File: src/trace_pkg.sv
// ================================================
// Shared types and constants for the retire tracer.
// Imported by the classifier, buffer, config block,
// interfaces and testbench.
// ================================================
`default_nettype none

package trace_pkg;

  typedef logic [31:0] word_t;
  typedef logic [31:0] cycle_t;

  // Instruction format classes, also the bit index into the filter mask
  typedef enum logic [3:0] {
    CLS_R       = 4'd0,
    CLS_I       = 4'd1,
    CLS_SHIFT   = 4'd2,
    CLS_U       = 4'd3,
    CLS_J       = 4'd4,
    CLS_JALR    = 4'd5,
    CLS_B       = 4'd6,
    CLS_LOAD    = 4'd7,
    CLS_STORE   = 4'd8,
    CLS_CSR     = 4'd9,
    CLS_SYS     = 4'd10,
    CLS_FENCE   = 4'd11,
    CLS_COMP    = 4'd12,
    CLS_INVALID = 4'd13
  } insn_class_e;

  // Operands touched by the retired instruction
  typedef struct packed {
    logic rs1;
    logic rs2;
    logic rd;
    logic mem;
  } access_t;

  typedef struct packed {
    cycle_t      cycle;
    word_t       pc;
    word_t       insn;
    insn_class_e cls;
    access_t     access;
    word_t       operand;
    word_t       rd_wdata;
    word_t       mem_addr;
  } trace_rec_t;

  typedef logic [15:0] class_mask_t;

  // Major opcodes, insn[6:0]
  localparam logic [6:0] OPC_LOAD     = 7'b0000011;
  localparam logic [6:0] OPC_MISC_MEM = 7'b0001111;
  localparam logic [6:0] OPC_OP_IMM   = 7'b0010011;
  localparam logic [6:0] OPC_AUIPC    = 7'b0010111;
  localparam logic [6:0] OPC_STORE    = 7'b0100011;
  localparam logic [6:0] OPC_OP       = 7'b0110011;
  localparam logic [6:0] OPC_LUI      = 7'b0110111;
  localparam logic [6:0] OPC_BRANCH   = 7'b1100011;
  localparam logic [6:0] OPC_JALR     = 7'b1100111;
  localparam logic [6:0] OPC_JAL      = 7'b1101111;
  localparam logic [6:0] OPC_SYSTEM   = 7'b1110011;

  // Config register map
  localparam logic CFG_ADDR_CTRL   = 1'b0;
  localparam logic CFG_ADDR_FILTER = 1'b1;

endpackage

`default_nettype wire
File: src/retire_if.sv
// ================================================
// One retired instruction as seen on the core's
// RVFI port. Driven by the top level, read by the
// classifier. No back-pressure.
// ================================================
`timescale 1ns/1ps
`default_nettype none

interface retire_if;
  import trace_pkg::*;

  logic  valid;
  word_t insn;
  word_t pc_rdata;
  word_t pc_wdata;
  word_t rd_wdata;
  word_t mem_addr;

  modport source (
    output valid, insn, pc_rdata, pc_wdata, rd_wdata, mem_addr
  );

  modport sink (
    input valid, insn, pc_rdata, pc_wdata, rd_wdata, mem_addr
  );

endinterface

`default_nettype wire

File: src/trace_if.sv
// ================================================
// Credit-based record stream from the classifier
// into the trace buffer. One credit pulse returns
// one buffer slot.
// ================================================
`timescale 1ns/1ps
`default_nettype none

interface trace_if;
  import trace_pkg::*;

  logic       valid;
  trace_rec_t rec;
  // Pulses once per entry leaving the buffer
  logic       credit;

  modport tx (
    output valid, rec,
    input  credit
  );

  modport rx (
    input  valid, rec,
    output credit
  );

endinterface

`default_nettype wire

File: src/insn_classifier.sv
// ================================================
// Decodes each retired instruction into a class,
// access flags and display operand, stamps it with
// the cycle count and sends it on buffer credit.
// ================================================
`timescale 1ns/1ps
`default_nettype none

module insn_classifier #(
  parameter int unsigned FIFO_DEPTH = 4
) (
  input  logic                   clk_i,
  input  logic                   rst_ni,
  retire_if.sink                 retire,
  input  logic                   trace_en,
  input  trace_pkg::class_mask_t class_filter,
  trace_if.tx                    trace_out,
  output logic [15:0]            dropped_count
);
  import trace_pkg::*;

  localparam int unsigned CredW = $clog2(FIFO_DEPTH + 1);

  // SYSTEM funct12 codes with funct3 zero
  localparam logic [11:0] F12_ECALL  = 12'h000;
  localparam logic [11:0] F12_EBREAK = 12'h001;
  localparam logic [11:0] F12_MRET   = 12'h302;
  localparam logic [11:0] F12_DRET   = 12'h7b2;
  localparam logic [11:0] F12_WFI    = 12'h105;

  word_t       insn;
  logic [6:0]  opcode;
  logic [2:0]  funct3;
  logic [6:0]  funct7;
  insn_class_e cls;
  access_t     access;
  word_t       operand;
  word_t       imm_i;
  word_t       imm_s;
  word_t       imm_b;

  cycle_t           cycle_q;
  logic [CredW-1:0] credit_q;
  logic [15:0]      dropped_q;
  logic             valid_q;
  trace_rec_t       rec_q;
  logic             wanted;
  logic             send;

  assign insn   = retire.insn;
  assign opcode = insn[6:0];
  assign funct3 = insn[14:12];
  assign funct7 = insn[31:25];

  assign imm_i = {{20{insn[31]}}, insn[31:20]};
  assign imm_s = {{20{insn[31]}}, insn[31:25], insn[11:7]};
  assign imm_b = {{19{insn[31]}}, insn[31], insn[7], insn[30:25], insn[11:8], 1'b0};

  always_comb begin
    cls = CLS_INVALID;
    if (insn[1:0] != 2'b11) begin
      cls = CLS_COMP;
    end else begin
      unique case (opcode)
        OPC_LUI, OPC_AUIPC: cls = CLS_U;
        OPC_JAL:            cls = CLS_J;
        OPC_JALR:           if (funct3 == 3'b000) cls = CLS_JALR;
        OPC_BRANCH:         if (funct3[2:1] != 2'b01) cls = CLS_B;
        OPC_LOAD: begin
          // lb, lh, lw, lbu, lhu
          if (funct3 != 3'b011 && funct3[2:1] != 2'b11) cls = CLS_LOAD;
        end
        OPC_STORE:          if (!funct3[2] && funct3[1:0] != 2'b11) cls = CLS_STORE;
        OPC_OP_IMM: begin
          if (funct3 == 3'b001) begin
            if (funct7 == 7'b0000000) cls = CLS_SHIFT;
          end else if (funct3 == 3'b101) begin
            if (funct7 == 7'b0000000 || funct7 == 7'b0100000) cls = CLS_SHIFT;
          end else begin
            cls = CLS_I;
          end
        end
        OPC_OP: begin
          // Base ops, sub/sra, and RV32M
          if (funct7 == 7'b0000000 || funct7 == 7'b0000001) begin
            cls = CLS_R;
          end else if (funct7 == 7'b0100000 && (funct3 == 3'b000 || funct3 == 3'b101)) begin
            cls = CLS_R;
          end
        end
        OPC_MISC_MEM:       if (funct3[2:1] == 2'b00) cls = CLS_FENCE;
        OPC_SYSTEM: begin
          if (funct3 == 3'b000) begin
            if (insn[19:7] == '0 &&
                (insn[31:20] == F12_ECALL || insn[31:20] == F12_EBREAK ||
                 insn[31:20] == F12_MRET || insn[31:20] == F12_DRET ||
                 insn[31:20] == F12_WFI)) begin
              cls = CLS_SYS;
            end
          end else if (funct3 != 3'b100) begin
            cls = CLS_CSR;
          end
        end
        default: cls = CLS_INVALID;
      endcase
    end
  end

  // Access flags and display operand per class
  always_comb begin
    access  = '0;
    operand = '0;
    unique case (cls)
      CLS_R:     access = '{rs1: 1'b1, rs2: 1'b1, rd: 1'b1, mem: 1'b0};
      CLS_I, CLS_JALR: begin
        access  = '{rs1: 1'b1, rs2: 1'b0, rd: 1'b1, mem: 1'b0};
        operand = imm_i;
      end
      CLS_SHIFT: begin
        access  = '{rs1: 1'b1, rs2: 1'b0, rd: 1'b1, mem: 1'b0};
        operand = {27'b0, insn[24:20]};
      end
      CLS_U: begin
        access  = '{rs1: 1'b0, rs2: 1'b0, rd: 1'b1, mem: 1'b0};
        operand = {12'b0, insn[31:12]};
      end
      CLS_J: begin
        // Jump target comes straight from the next PC
        access  = '{rs1: 1'b0, rs2: 1'b0, rd: 1'b1, mem: 1'b0};
        operand = retire.pc_wdata;
      end
      CLS_B: begin
        access  = '{rs1: 1'b1, rs2: 1'b1, rd: 1'b0, mem: 1'b0};
        operand = retire.pc_rdata + imm_b;
      end
      CLS_LOAD: begin
        access  = '{rs1: 1'b1, rs2: 1'b0, rd: 1'b1, mem: 1'b1};
        operand = imm_i;
      end
      CLS_STORE: begin
        access  = '{rs1: 1'b1, rs2: 1'b1, rd: 1'b0, mem: 1'b1};
        operand = imm_s;
      end
      CLS_CSR: begin
        access  = '{rs1: !funct3[2], rs2: 1'b0, rd: 1'b1, mem: 1'b0};
        operand = {20'b0, insn[31:20]};
      end
      default: begin
        access  = '0;
        operand = '0;
      end
    endcase
  end

  assign wanted = retire.valid && trace_en && class_filter[cls];
  assign send   = wanted && (credit_q != '0);

  always_ff @(posedge clk_i or negedge rst_ni) begin
    if (!rst_ni) begin
      cycle_q   <= '0;
      credit_q  <= CredW'(FIFO_DEPTH);
      dropped_q <= '0;
      valid_q   <= 1'b0;
    end else begin
      cycle_q <= cycle_q + 32'd1;
      valid_q <= send;
      unique case ({send, trace_out.credit})
        2'b10:   credit_q <= credit_q - 1'b1;
        2'b01:   credit_q <= credit_q + 1'b1;
        default: credit_q <= credit_q;
      endcase
      // Saturating drop counter
      if (wanted && !send && dropped_q != 16'hffff) begin
        dropped_q <= dropped_q + 16'd1;
      end
    end
  end

  always_ff @(posedge clk_i) begin
    if (send) begin
      rec_q.cycle    <= cycle_q;
      rec_q.pc       <= retire.pc_rdata;
      rec_q.insn     <= insn;
      rec_q.cls      <= cls;
      rec_q.access   <= access;
      rec_q.operand  <= operand;
      rec_q.rd_wdata <= retire.rd_wdata;
      rec_q.mem_addr <= retire.mem_addr;
    end
  end

  assign trace_out.valid = valid_q;
  assign trace_out.rec   = rec_q;
  assign dropped_count   = dropped_q;

endmodule

`default_nettype wire

File: src/rvfi_tracer.sv
// ================================================
// Retirement trace unit, top level. Takes the RVFI
// retire port and a small config bus, and emits
// classified records on a credit-based stream.
// ================================================
`timescale 1ns/1ps
`default_nettype none

module rvfi_tracer #(
  parameter int unsigned FIFO_DEPTH  = 4,
  parameter int unsigned OUT_CREDITS = 2
) (
  input  logic                   clk_i,
  input  logic                   rst_ni,
  input  logic                   rvfi_valid,
  input  trace_pkg::word_t       rvfi_insn,
  input  trace_pkg::word_t       rvfi_pc_rdata,
  input  trace_pkg::word_t       rvfi_pc_wdata,
  input  trace_pkg::word_t       rvfi_rd_wdata,
  input  trace_pkg::word_t       rvfi_mem_addr,
  input  logic                   cfg_we,
  input  logic                   cfg_addr,
  input  logic [15:0]            cfg_wdata,
  output logic [15:0]            cfg_rdata,
  input  logic                   trace_credit,
  output logic                   trace_valid,
  output trace_pkg::cycle_t      trace_cycle,
  output trace_pkg::word_t       trace_pc,
  output trace_pkg::word_t       trace_insn,
  output trace_pkg::insn_class_e trace_class,
  output trace_pkg::access_t     trace_access,
  output trace_pkg::word_t       trace_operand,
  output trace_pkg::word_t       trace_rd_wdata,
  output trace_pkg::word_t       trace_mem_addr,
  output logic [15:0]            dropped_count
);
  import trace_pkg::*;

  retire_if    retire_bus ();
  trace_if     trace_bus ();
  logic        trace_en;
  class_mask_t class_filter;
  trace_rec_t  out_rec;

  assign retire_bus.valid    = rvfi_valid;
  assign retire_bus.insn     = rvfi_insn;
  assign retire_bus.pc_rdata = rvfi_pc_rdata;
  assign retire_bus.pc_wdata = rvfi_pc_wdata;
  assign retire_bus.rd_wdata = rvfi_rd_wdata;
  assign retire_bus.mem_addr = rvfi_mem_addr;

  trace_cfg_regs u_cfg (
    .clk_i, .rst_ni, .cfg_we, .cfg_addr, .cfg_wdata, .cfg_rdata,
    .trace_en, .class_filter
  );

  insn_classifier #(.FIFO_DEPTH(FIFO_DEPTH)) u_classifier (
    .clk_i, .rst_ni, .retire(retire_bus.sink), .trace_en, .class_filter,
    .trace_out(trace_bus.tx), .dropped_count
  );

  trace_buffer #(.FIFO_DEPTH(FIFO_DEPTH), .OUT_CREDITS(OUT_CREDITS)) u_buffer (
    .clk_i, .rst_ni, .trace_in(trace_bus.rx), .out_valid(trace_valid),
    .out_rec, .out_credit(trace_credit)
  );

  // Record fields onto the output ports
  assign trace_cycle    = out_rec.cycle;
  assign trace_pc       = out_rec.pc;
  assign trace_insn     = out_rec.insn;
  assign trace_class    = out_rec.cls;
  assign trace_access   = out_rec.access;
  assign trace_operand  = out_rec.operand;
  assign trace_rd_wdata = out_rec.rd_wdata;
  assign trace_mem_addr = out_rec.mem_addr;

endmodule

`default_nettype wire

File: src/trace_buffer.sv
// ================================================
// Record FIFO between classifier and consumer.
// Returns an input credit per pop and emits only
// while it holds output credit.
// ================================================
`timescale 1ns/1ps
`default_nettype none

module trace_buffer #(
  parameter int unsigned FIFO_DEPTH  = 4,
  parameter int unsigned OUT_CREDITS = 2
) (
  input  logic                  clk_i,
  input  logic                  rst_ni,
  trace_if.rx                   trace_in,
  output logic                  out_valid,
  output trace_pkg::trace_rec_t out_rec,
  input  logic                  out_credit
);
  import trace_pkg::*;

  localparam int unsigned PtrW  = (FIFO_DEPTH > 1) ? $clog2(FIFO_DEPTH) : 1;
  localparam int unsigned CntW  = $clog2(FIFO_DEPTH + 1);
  localparam int unsigned OcrdW = $clog2(OUT_CREDITS + 1);

  trace_rec_t       mem [FIFO_DEPTH];
  logic [PtrW-1:0]  wr_ptr_q;
  logic [PtrW-1:0]  rd_ptr_q;
  logic [CntW-1:0]  count_q;
  logic [OcrdW-1:0] out_crd_q;
  logic             credit_q;
  logic             push;
  logic             pop;

  assign push = trace_in.valid;
  assign pop  = (count_q != '0) && (out_crd_q != '0);

  always_ff @(posedge clk_i) begin
    if (push) begin
      mem[wr_ptr_q] <= trace_in.rec;
    end
  end

  always_ff @(posedge clk_i or negedge rst_ni) begin
    if (!rst_ni) begin
      wr_ptr_q  <= '0;
      rd_ptr_q  <= '0;
      count_q   <= '0;
      out_crd_q <= OcrdW'(OUT_CREDITS);
      credit_q  <= 1'b0;
    end else begin
      if (push) begin
        wr_ptr_q <= (wr_ptr_q == PtrW'(FIFO_DEPTH - 1)) ? '0 : wr_ptr_q + 1'b1;
      end
      if (pop) begin
        rd_ptr_q <= (rd_ptr_q == PtrW'(FIFO_DEPTH - 1)) ? '0 : rd_ptr_q + 1'b1;
      end
      count_q <= count_q + CntW'(push) - CntW'(pop);
      // Consumer credit in, one spent per emitted record
      out_crd_q <= out_crd_q + OcrdW'(out_credit) - OcrdW'(pop);
      credit_q  <= pop;
    end
  end

  assign out_valid       = pop;
  assign out_rec         = mem[rd_ptr_q];
  assign trace_in.credit = credit_q;

endmodule

`default_nettype wire

File: src/trace_cfg_regs.sv
// ================================================
// Trace configuration registers: global enable in
// CTRL bit 0 and the per-class record filter.
// Readback is combinational on the address.
// ================================================
`timescale 1ns/1ps
`default_nettype none

module trace_cfg_regs (
  input  logic                   clk_i,
  input  logic                   rst_ni,
  input  logic                   cfg_we,
  input  logic                   cfg_addr,
  input  logic [15:0]            cfg_wdata,
  output logic [15:0]            cfg_rdata,
  output logic                   trace_en,
  output trace_pkg::class_mask_t class_filter
);
  import trace_pkg::*;

  // Only filter bits that map to a class are writable
  localparam int unsigned NumCls = int'(CLS_INVALID) + 1;

  logic              en_q;
  logic [NumCls-1:0] filter_q;

  always_ff @(posedge clk_i or negedge rst_ni) begin
    if (!rst_ni) begin
      en_q     <= 1'b0;
      filter_q <= '1;
    end else if (cfg_we) begin
      if (cfg_addr == CFG_ADDR_CTRL) begin
        en_q <= cfg_wdata[0];
      end else begin
        filter_q <= cfg_wdata[NumCls-1:0];
      end
    end
  end

  // Unused class slots read back as set
  assign class_filter = {{($bits(class_mask_t) - NumCls){1'b1}}, filter_q};
  assign trace_en     = en_q;

  always_comb begin
    if (cfg_addr == CFG_ADDR_CTRL) begin
      cfg_rdata = {15'b0, en_q};
    end else begin
      cfg_rdata = class_filter;
    end
  end

endmodule

`default_nettype wire

File: config.mk
export PLATFORM = sky130hd
export DESIGN_NAME = rvfi_tracer
export DESIGN_NICKNAME = d
export VERILOG_FILES = /design/src/trace_pkg.sv /design/src/retire_if.sv /design/src/trace_if.sv /design/src/insn_classifier.sv /design/src/rvfi_tracer.sv /design/src/trace_buffer.sv /design/src/trace_cfg_regs.sv
export SDC_FILE = /design/constraint.sdc
export NUM_CORES = 1
export LEC_CHECK = 0
export ABC_AREA = 1
export BUFFER_PORTS_ARGS = -buffer_cell sky130_fd_sc_hd__buf_2
export CAP_MARGIN = 20
export CORE_MARGIN = 2
export CORE_UTILIZATION = 35
export DETAILED_ROUTE_END_ITERATION = 10
export PLACE_DENSITY = 0.62
export SETUP_SLACK_MARGIN = 0.5
export SLEW_MARGIN = 20
export SYNTH_ARGS = -nofsm -noshare
export SYNTH_HDL_FRONTEND = slang
export SYNTH_HIERARCHICAL = 1
export SYNTH_SLANG_ARGS = --single-unit
export TNS_END_PERCENT = 20
File: constraint.sdc
create_clock -name clk_i -period 6.54 [get_ports clk_i]
set_clock_uncertainty 0.1 [all_clocks]
set_input_delay 0.654 -clock clk_i [delete_from_list [all_inputs] [get_ports clk_i]]
set_output_delay 0.654 -clock clk_i [all_outputs]
set_load 0.01 [all_outputs]
### Yosys cells after proc, flatten, opt, wreduce, memory -nomap -nowiden

Memories as Yosys holds them, arrays and structs flattened.
Cells that the tools add are included.
Widths: inputs -> output; s select.

| storage, ports and cells | value |
|---|---|
| register bits after elaboration | 277 |
| memory bits (writable) | 800 |
| input port bits | 182 |
| output and inout port bits | 233 |
| logic and storage cells | 136 |
| memories | 1 |

| cells by class | value |
|---|---|
| $add $sub $neg | 11 |
| magnitude comparators | 1 |
| equality and inequality tests | 39 |
| multiplexer cells | 26 |
| bitwise gates (word level) | 1 |
| reductions and logical operators | 35 |

Memory list:

| memory | words | bits a word | rd ports | clocked after memory_dff | write ports | line | text |
|---|---|---|---|---|---|---|---|
| u_buffer.mem | 4 | 200 | 1 | 0 | 1 | trace_buffer.sv:26 | `trace_rec_t mem [FIFO_DEPTH];` |

Operator list:

| operator | count |
|---|---|
| $pmux 32 s7 | 1 |
| $mux 4 | 11 |
| $pmux 4 s10 | 1 |
| $add 32x1->32 const B | 1 |
| $add 32x32->32 | 1 |
| $eq 7x6->1 const B | 4 |
| $eq 7x7->1 const B | 4 |
| $pmux 4 s7 | 1 |
| $add 16x1->16 const B | 1 |
| $eq 4x3->1 const B | 4 |
| $mux 16 | 1 |
| $ne 16x16->1 const B | 1 |
| $eq 7x5->1 const B | 2 |
| $logic_not 13->1 | 1 |
| $eq 12x1->1 const B | 1 |
| $eq 12x10->1 const B | 1 |
| $eq 12x11->1 const B | 1 |
| $eq 12x9->1 const B | 1 |
| $logic_not 12->1 | 1 |
| $mux 3 | 4 |
| $logic_and 1x1->1 | 10 |
| $eq 4x2->1 const B | 2 |
| $eq 4x4->1 const B | 2 |
| $eq 7x1->1 const B | 1 |
| 35 further kinds | 55 |

### Logic depth before layout (Yosys ltp)

| depth | value |
|---|---|
| word-level depth | 17 |
| depth in mapped cells | 25 |

### Modules after synthesis

The synthesis kept the hierarchy.

Modules (own cells, without submodules):

| module | instances | cells each | area an instance (um^2) | sequential area each (um^2) |
|---|---|---|---|---|
| trace_buffer | 1 | 1994 | 30269.0 | 24274.5 |
| insn_classifier | 1 | 1100 | 11837.6 | 7308.3 |
| trace_cfg_regs | 1 | 103 | 787.0 | 392.9 |

### Worst setup path before layout

No wires, ideal clock.

| path | value |
|---|---|
| kind | input port to flip-flop |
| start point | in rvfi_insn[14] |
| end point | reg u_classifier.rec_q (netlist bit u_classifier/trace_out.rec[0]), enable pin |
| library setup time | 0.553 ns |
| arrival time | 6.228 ns |
| setup slack | -0.341 ns |
| stages on the path | 19 |
| path through | buf_4 -> nor2_4 -> nand2_1 -> inv_2 -> nand2_1 -> nor2_2 -> nand3_2 -> nor2_4 -> nand2_2 -> inv_2 -> nor2_4 -> nand4_1 -> nand2_1 -> o21ai_0 -> nand2_1 -> nor2_4 -> buf_6 -> nand2_1 -> inv_1 |

| between the ends | value |
|---|---|
| word-level cells in the longest chain between the ends | 11 |
| elaborated cells on any way between the ends | 33 |

RTL lines:

| what | line | text |
|---|---|---|
| from (decl) | rvfi_tracer.sv:16 | `input trace_pkg::word_t rvfi_insn,` |
| $eq 3x3->1 / $logic_not 3->1 (equally long branches) | - |  |
| $logic_or 1x1->1 | insn_classifier.sv:87 | `end else if (funct7 == 7'b0100000 && (funct3 == 3'b000 \|\| funct3 == 3'b101)) begin` |
| $logic_and 1x1->1 | insn_classifier.sv:87 |  |
| $mux 4 | insn_classifier.sv:87 |  |
| $mux 4 | insn_classifier.sv:85 | `if (funct7 == 7'b0000000 \|\| funct7 == 7'b0000001) begin` |
| $pmux 4 s10 (*) | insn_classifier.sv:64 | `unique case (opcode)` |
| $mux 4 (*) | insn_classifier.sv:61 | `if (insn[1:0] != 2'b11) begin` |
| $bmux 1 s4 (*) | insn_classifier.sv:155 | `assign wanted = retire.valid && trace_en && class_filter[cls];` |
| $mux 1 (not written as such) (*) | insn_classifier.sv:155 |  |
| $logic_and 1x1->1 (*) | insn_classifier.sv:155 |  |
| $logic_and 1x1->1 (*) | insn_classifier.sv:156 | `assign send = wanted && (credit_q != '0);` |
| via u_classifier.send | insn_classifier.sv:48 | `logic send;` |
| to (decl) | insn_classifier.sv:46 | `trace_rec_t rec_q;` |

The timed path passes the listed nets; every way through them passes the cells marked *. The select of a mux whose other input is x is not followed.
A chain may end at the register's enable or synchronous reset.

### Worst setup path in the final report

| path | value |
|---|---|
| start point | in rvfi_insn[1] |
| end point | reg u_classifier.rec_q (netlist bit u_classifier/trace_out.rec[144]), enable pin |

| between the ends | value |
|---|---|
| word-level cells in the longest chain between the ends | 8 |
| elaborated cells on any way between the ends | 19 |

RTL lines:

| what | line |
|---|---|
| $eq 7x6->1 / $eq 7x5->1 (equally long branches) | insn_classifier.sv:64 |
| $reduce_or 2->1 | insn_classifier.sv:64 |
| $pmux 4 s10 | insn_classifier.sv:64 |
| $mux 4 (*) | insn_classifier.sv:61 |
| $bmux 1 s4 (*) | insn_classifier.sv:155 |
| $mux 1 (not written as such) (*) | insn_classifier.sv:155 |
| $logic_and 1x1->1 (*) | insn_classifier.sv:155 |
| $logic_and 1x1->1 (*) | insn_classifier.sv:156 |
| via u_classifier.send | insn_classifier.sv:48 |

Marked as above.

==> results.py <==
metrics = {
    "cells_and_area": {
        "area_delta_synth_final_pct": 18.28,
        "design_area_mm2": 0.05073,
        "drive_gt1_frac": 0.1799,
        "fin_util": 0.4168,
        "nets": 3915,
        "final_cells": 5427,
    },
    "detailed_routing": {
        "drc": 0,
        "via_per_inst": 5.014,
        "detail_route.iter0.violations": 2367,
        "met1_length_mm": 48.42,
        "detailroute.wirelength.met3_mm": 8.369,
        "wirelength_mm": 111.9,
        "final_antenna_net_count": 0,
        "vias": 27210,
        "dr_wl_met2_mm": 51.12,
        "dr.max_layer_used": "met5",
        "firstDrtPassIters": 5,
        "post_drt_wl_per_cell_um": 20.62,
    },
    "setup_path": {
        "crit_required_ns": 6.79,
        "end_kind": "flip-flop",
        "arrival_ns": 5.06,
        "r2r_setup_slack_ns": 3.21,
        "worstSetupPathType": "in2reg",
        "crit_fanout": 34,
        "cp-start-kind": "input port",
    },
    "synth": {
        "synthTopCellsByArea": "edfxtp_1 70%, nor2_1 4.2%, o21ai_0 3.7%",
        "ys_seq_area_frac": 0.7455,
        "yosysWarnings": 6,
        "ys_types": 52,
        "synth-edff-count": 1000,
        "yosysTopAreaCellShare": 0.7001,
        "syn_area_per_cell_um2": 13.42,
        "synth_area_mm2": 0.04289,
        "synth-seq-cells": 1077,
        "async_flop_share": 0.07149,
        "synthCells": 3197,
        "synth_flop_cell": "edfxtp_1",
        "synth_largest_area_cell": "edfxtp_1",
    },
    "cts": {
        "numCtsBuffers": 113,
        "root_buffer": "clkbuf_16",
        "clock_latency_ns": 0.71,
        "clkTransAtPathRegs_ns": 0.06,
        "cts_tree": "done",
        "clockBufferDepth": 3,
        "htreeDepth": 3,
        "cts.sinks": 1077,
    },
    "job": {
        "cap_violations": 0,
    },
    "placement": {
        "place_inst": 5104,
        "io_buffers": 412,
        "place.gp.congestion": 0.8912,
        "placed_area_mm2": 0.04622,
        "place_hpwl_mm": 67.83,
    },
    "floorplan": {
        "die_h_um": 354.1,
        "initial_core_util": 0.3524,
        "core_mm2": 0.1217,
        "die_x_um": 354.1,
        "io_pins": 415,
        "die_area_mm2": 0.1254,
        "rows": 128,
    },
    "sta": {
        "timing.final.crit_share": 0.7355,
        "drv_slew": 0,
        "slew_headroom": 0.3295,
        "finalSetupTns_ns": 0,
        "period_needed_ns": 4.810,
        "rsz0062_at_grt": "false",
        "worst_slew_pin_slew_ns": 1.004,
        "final_hold_viol_count": 0,
        "setup_viol": 0,
        "fmax_mhz": 207.9,
    },
    "grt": {
        "grt_overflow_total": 0,
        "antenna_found_initial": 15,
        "grtUsageTotal": 0.1747,
        "grt_pass1_wl_mm": 164.7,
        "grt_max_degree": 165,
        "grt_pass1_vias": 26180,
    },
    "power_and_ir_drop": {
        "power.total_mw": 14.04,
        "leakage_nw": 18.59,
        "power_density_mw_per_mm2": 276.8,
        "vdd_drop_max_uv": 211.6,
    },
    "outcome": {
        "outcome": "completed",
    },
    "hold_path": {
        "hp-class": "in2reg",
    },
}
## metal layers
metal / GRT usage / vias up
met2: 0.2703 / 915
met4: 0.07542 / 2
li1: - / 12710
met1: 0.2385 / 13410
met3: 0.03675 / 171
met5: 0 / -
## critical path: stages
cell           delay (ns)
dlygate4sd3_1        0.52
buf_2                0.12
nand2_2              0.16
nor2_2               0.19
nand2_2              0.30
inv_2                0.35
nor2_1               0.08
nand2_1              0.07
nor2_1               0.04
nor2_1               0.14
nand3_2              0.18
nand4_1              0.12
nand2_1              0.07
o21ai_0              0.17
nand2_1              0.11
nor2_4               0.41
nand2_1              0.19
clkinvlp_4           0.55
buf_4                0.57
## kinds of logic (layout without fill, tap and decap cells)
logic type	after synthesis	in the layout	share of synthesized area
flops	1077	1077	0.7455
mux	1	1	0.0002625
other cells	1	18	0.00008743
fa+ha+maj	43	43	0.01307
simple gates	995	995	0.09839
buf+inv	298	886	0.03801
compound gates	729	729	0.09390
xor+xnor	53	53	0.01082
## worst paths after layout
kind                                                    to                            from  cells past startpoint
max                        u_classifier/trace_out.rec[144]                    rvfi_insn[1]                     19
min                        u_classifier/trace_out.rec[143]                rvfi_pc_rdata[7]                      1
max reg2reg                u_classifier/trace_out.rec[144]               u_cfg/filter_q[8]                      9
min reg2reg                            u_buffer/mem[3][62]  u_classifier/trace_out.rec[62]                      0
max in group asynchronous    u_classifier/dropped_count[1]                          rst_ni                      3
min in group asynchronous              u_buffer/count_q[1]                          rst_ni                      2
## synthesized netlist by cell type (4+ instances only)
cell          n
a21oi_1      61
a22oi_1       4
a31oi_1       5
buf_12        4
buf_2        26
buf_4        10
buf_6        46
clkbuf_1     58
clkbuf_2     10
dfrtp_1      61
dfstp_2      16
edfxtp_1   1000
ha_1         40
inv_1       129
inv_2        11
nand2_1     309
nand2_2       9
nand3_1      84
nand3_2       4
nand3b_1     11
nand4_1      41
nor2_1      476
nor2_2        9
nor2_4        6
nor3_1       12
nor4_1        8
o2111ai_1    11
o21a_1        5
o21ai_0     313
o21ai_1     115
o22ai_1     201
or2_2        24
xnor2_1      23
xor2_1       30
## cell usage in the layout (no fill, tap or decap), types with 8 or more instances in the layout
cell type	n
nand3_1	84
inv_2	11
o22ai_1	201
nor4_1	8
edfxtp_1	1000
o21ai_0	313
buf_4	20
dfrtp_1	59
clkinv_1	34
nand4_1	41
dfstp_2	16
ha_1	40
nor2_2	9
xor2_1	30
clkinv_2	10
dlygate4sd3_1	96
o2111ai_1	11
nand2_1	309
xnor2_1	23
nor3_1	11
buf_2	411
o21ai_1	115
clkbuf_16	114
nand3b_1	11
clkbuf_1	30
a21oi_1	61
nand2_2	9
or2_2	24
inv_1	123
nor2_1	476
diode_2	16
## per-stage QoR
step                hold slack [ns]  setup WS (ns)
floorplan                    0.2584         0.6910
global placement             0.3643          1.464
detailed placement           0.3628          1.490
CTS                        0.001534          1.740
global route                0.03324          1.391
finish                      0.06276          1.730
## power breakdown
group          switching [mW]  internal [mW]
clock                    2.60           3.47
combinational           0.272          0.192
sequential             0.0363           7.47
## area by class of cell
cell class              instances  area, um2
diodes                         16      40.04
clock inverters                64      503.0
inverters                     142      584.3
repair buffers                533       3288
clock buffers                 147       3007
flip-flops and latches       1077      31980
multi-input cells            1823       9296
well taps                    1625       2033
fillers                     11130      70980
## registers in the layout, summed over array words and instances (netlist names), 2 cells and up
name / flops
u_buffer/count_q: 3
u_classifier/cycle_q: 32
u_buffer/wr_ptr_q: 2
u_buffer/mem: 800
u_classifier/dropped_count: 16
u_classifier/trace_out.rec: 200
u_buffer/out_crd_q: 2
u_classifier/credit_q: 3
u_cfg/filter_q: 14
u_buffer/rd_ptr_q: 2
## what timing repair did
action / 4_1_cts / 5_1_grt
hold buffers: 96 / 0
resized for setup: 0 / 0
endpoints found under the setup margin: 0 / 0
buffers inserted: 0 / 0
hold endpoints to repair: 122 / 0
No activity file was read; power rests on OpenSTA's default activity.
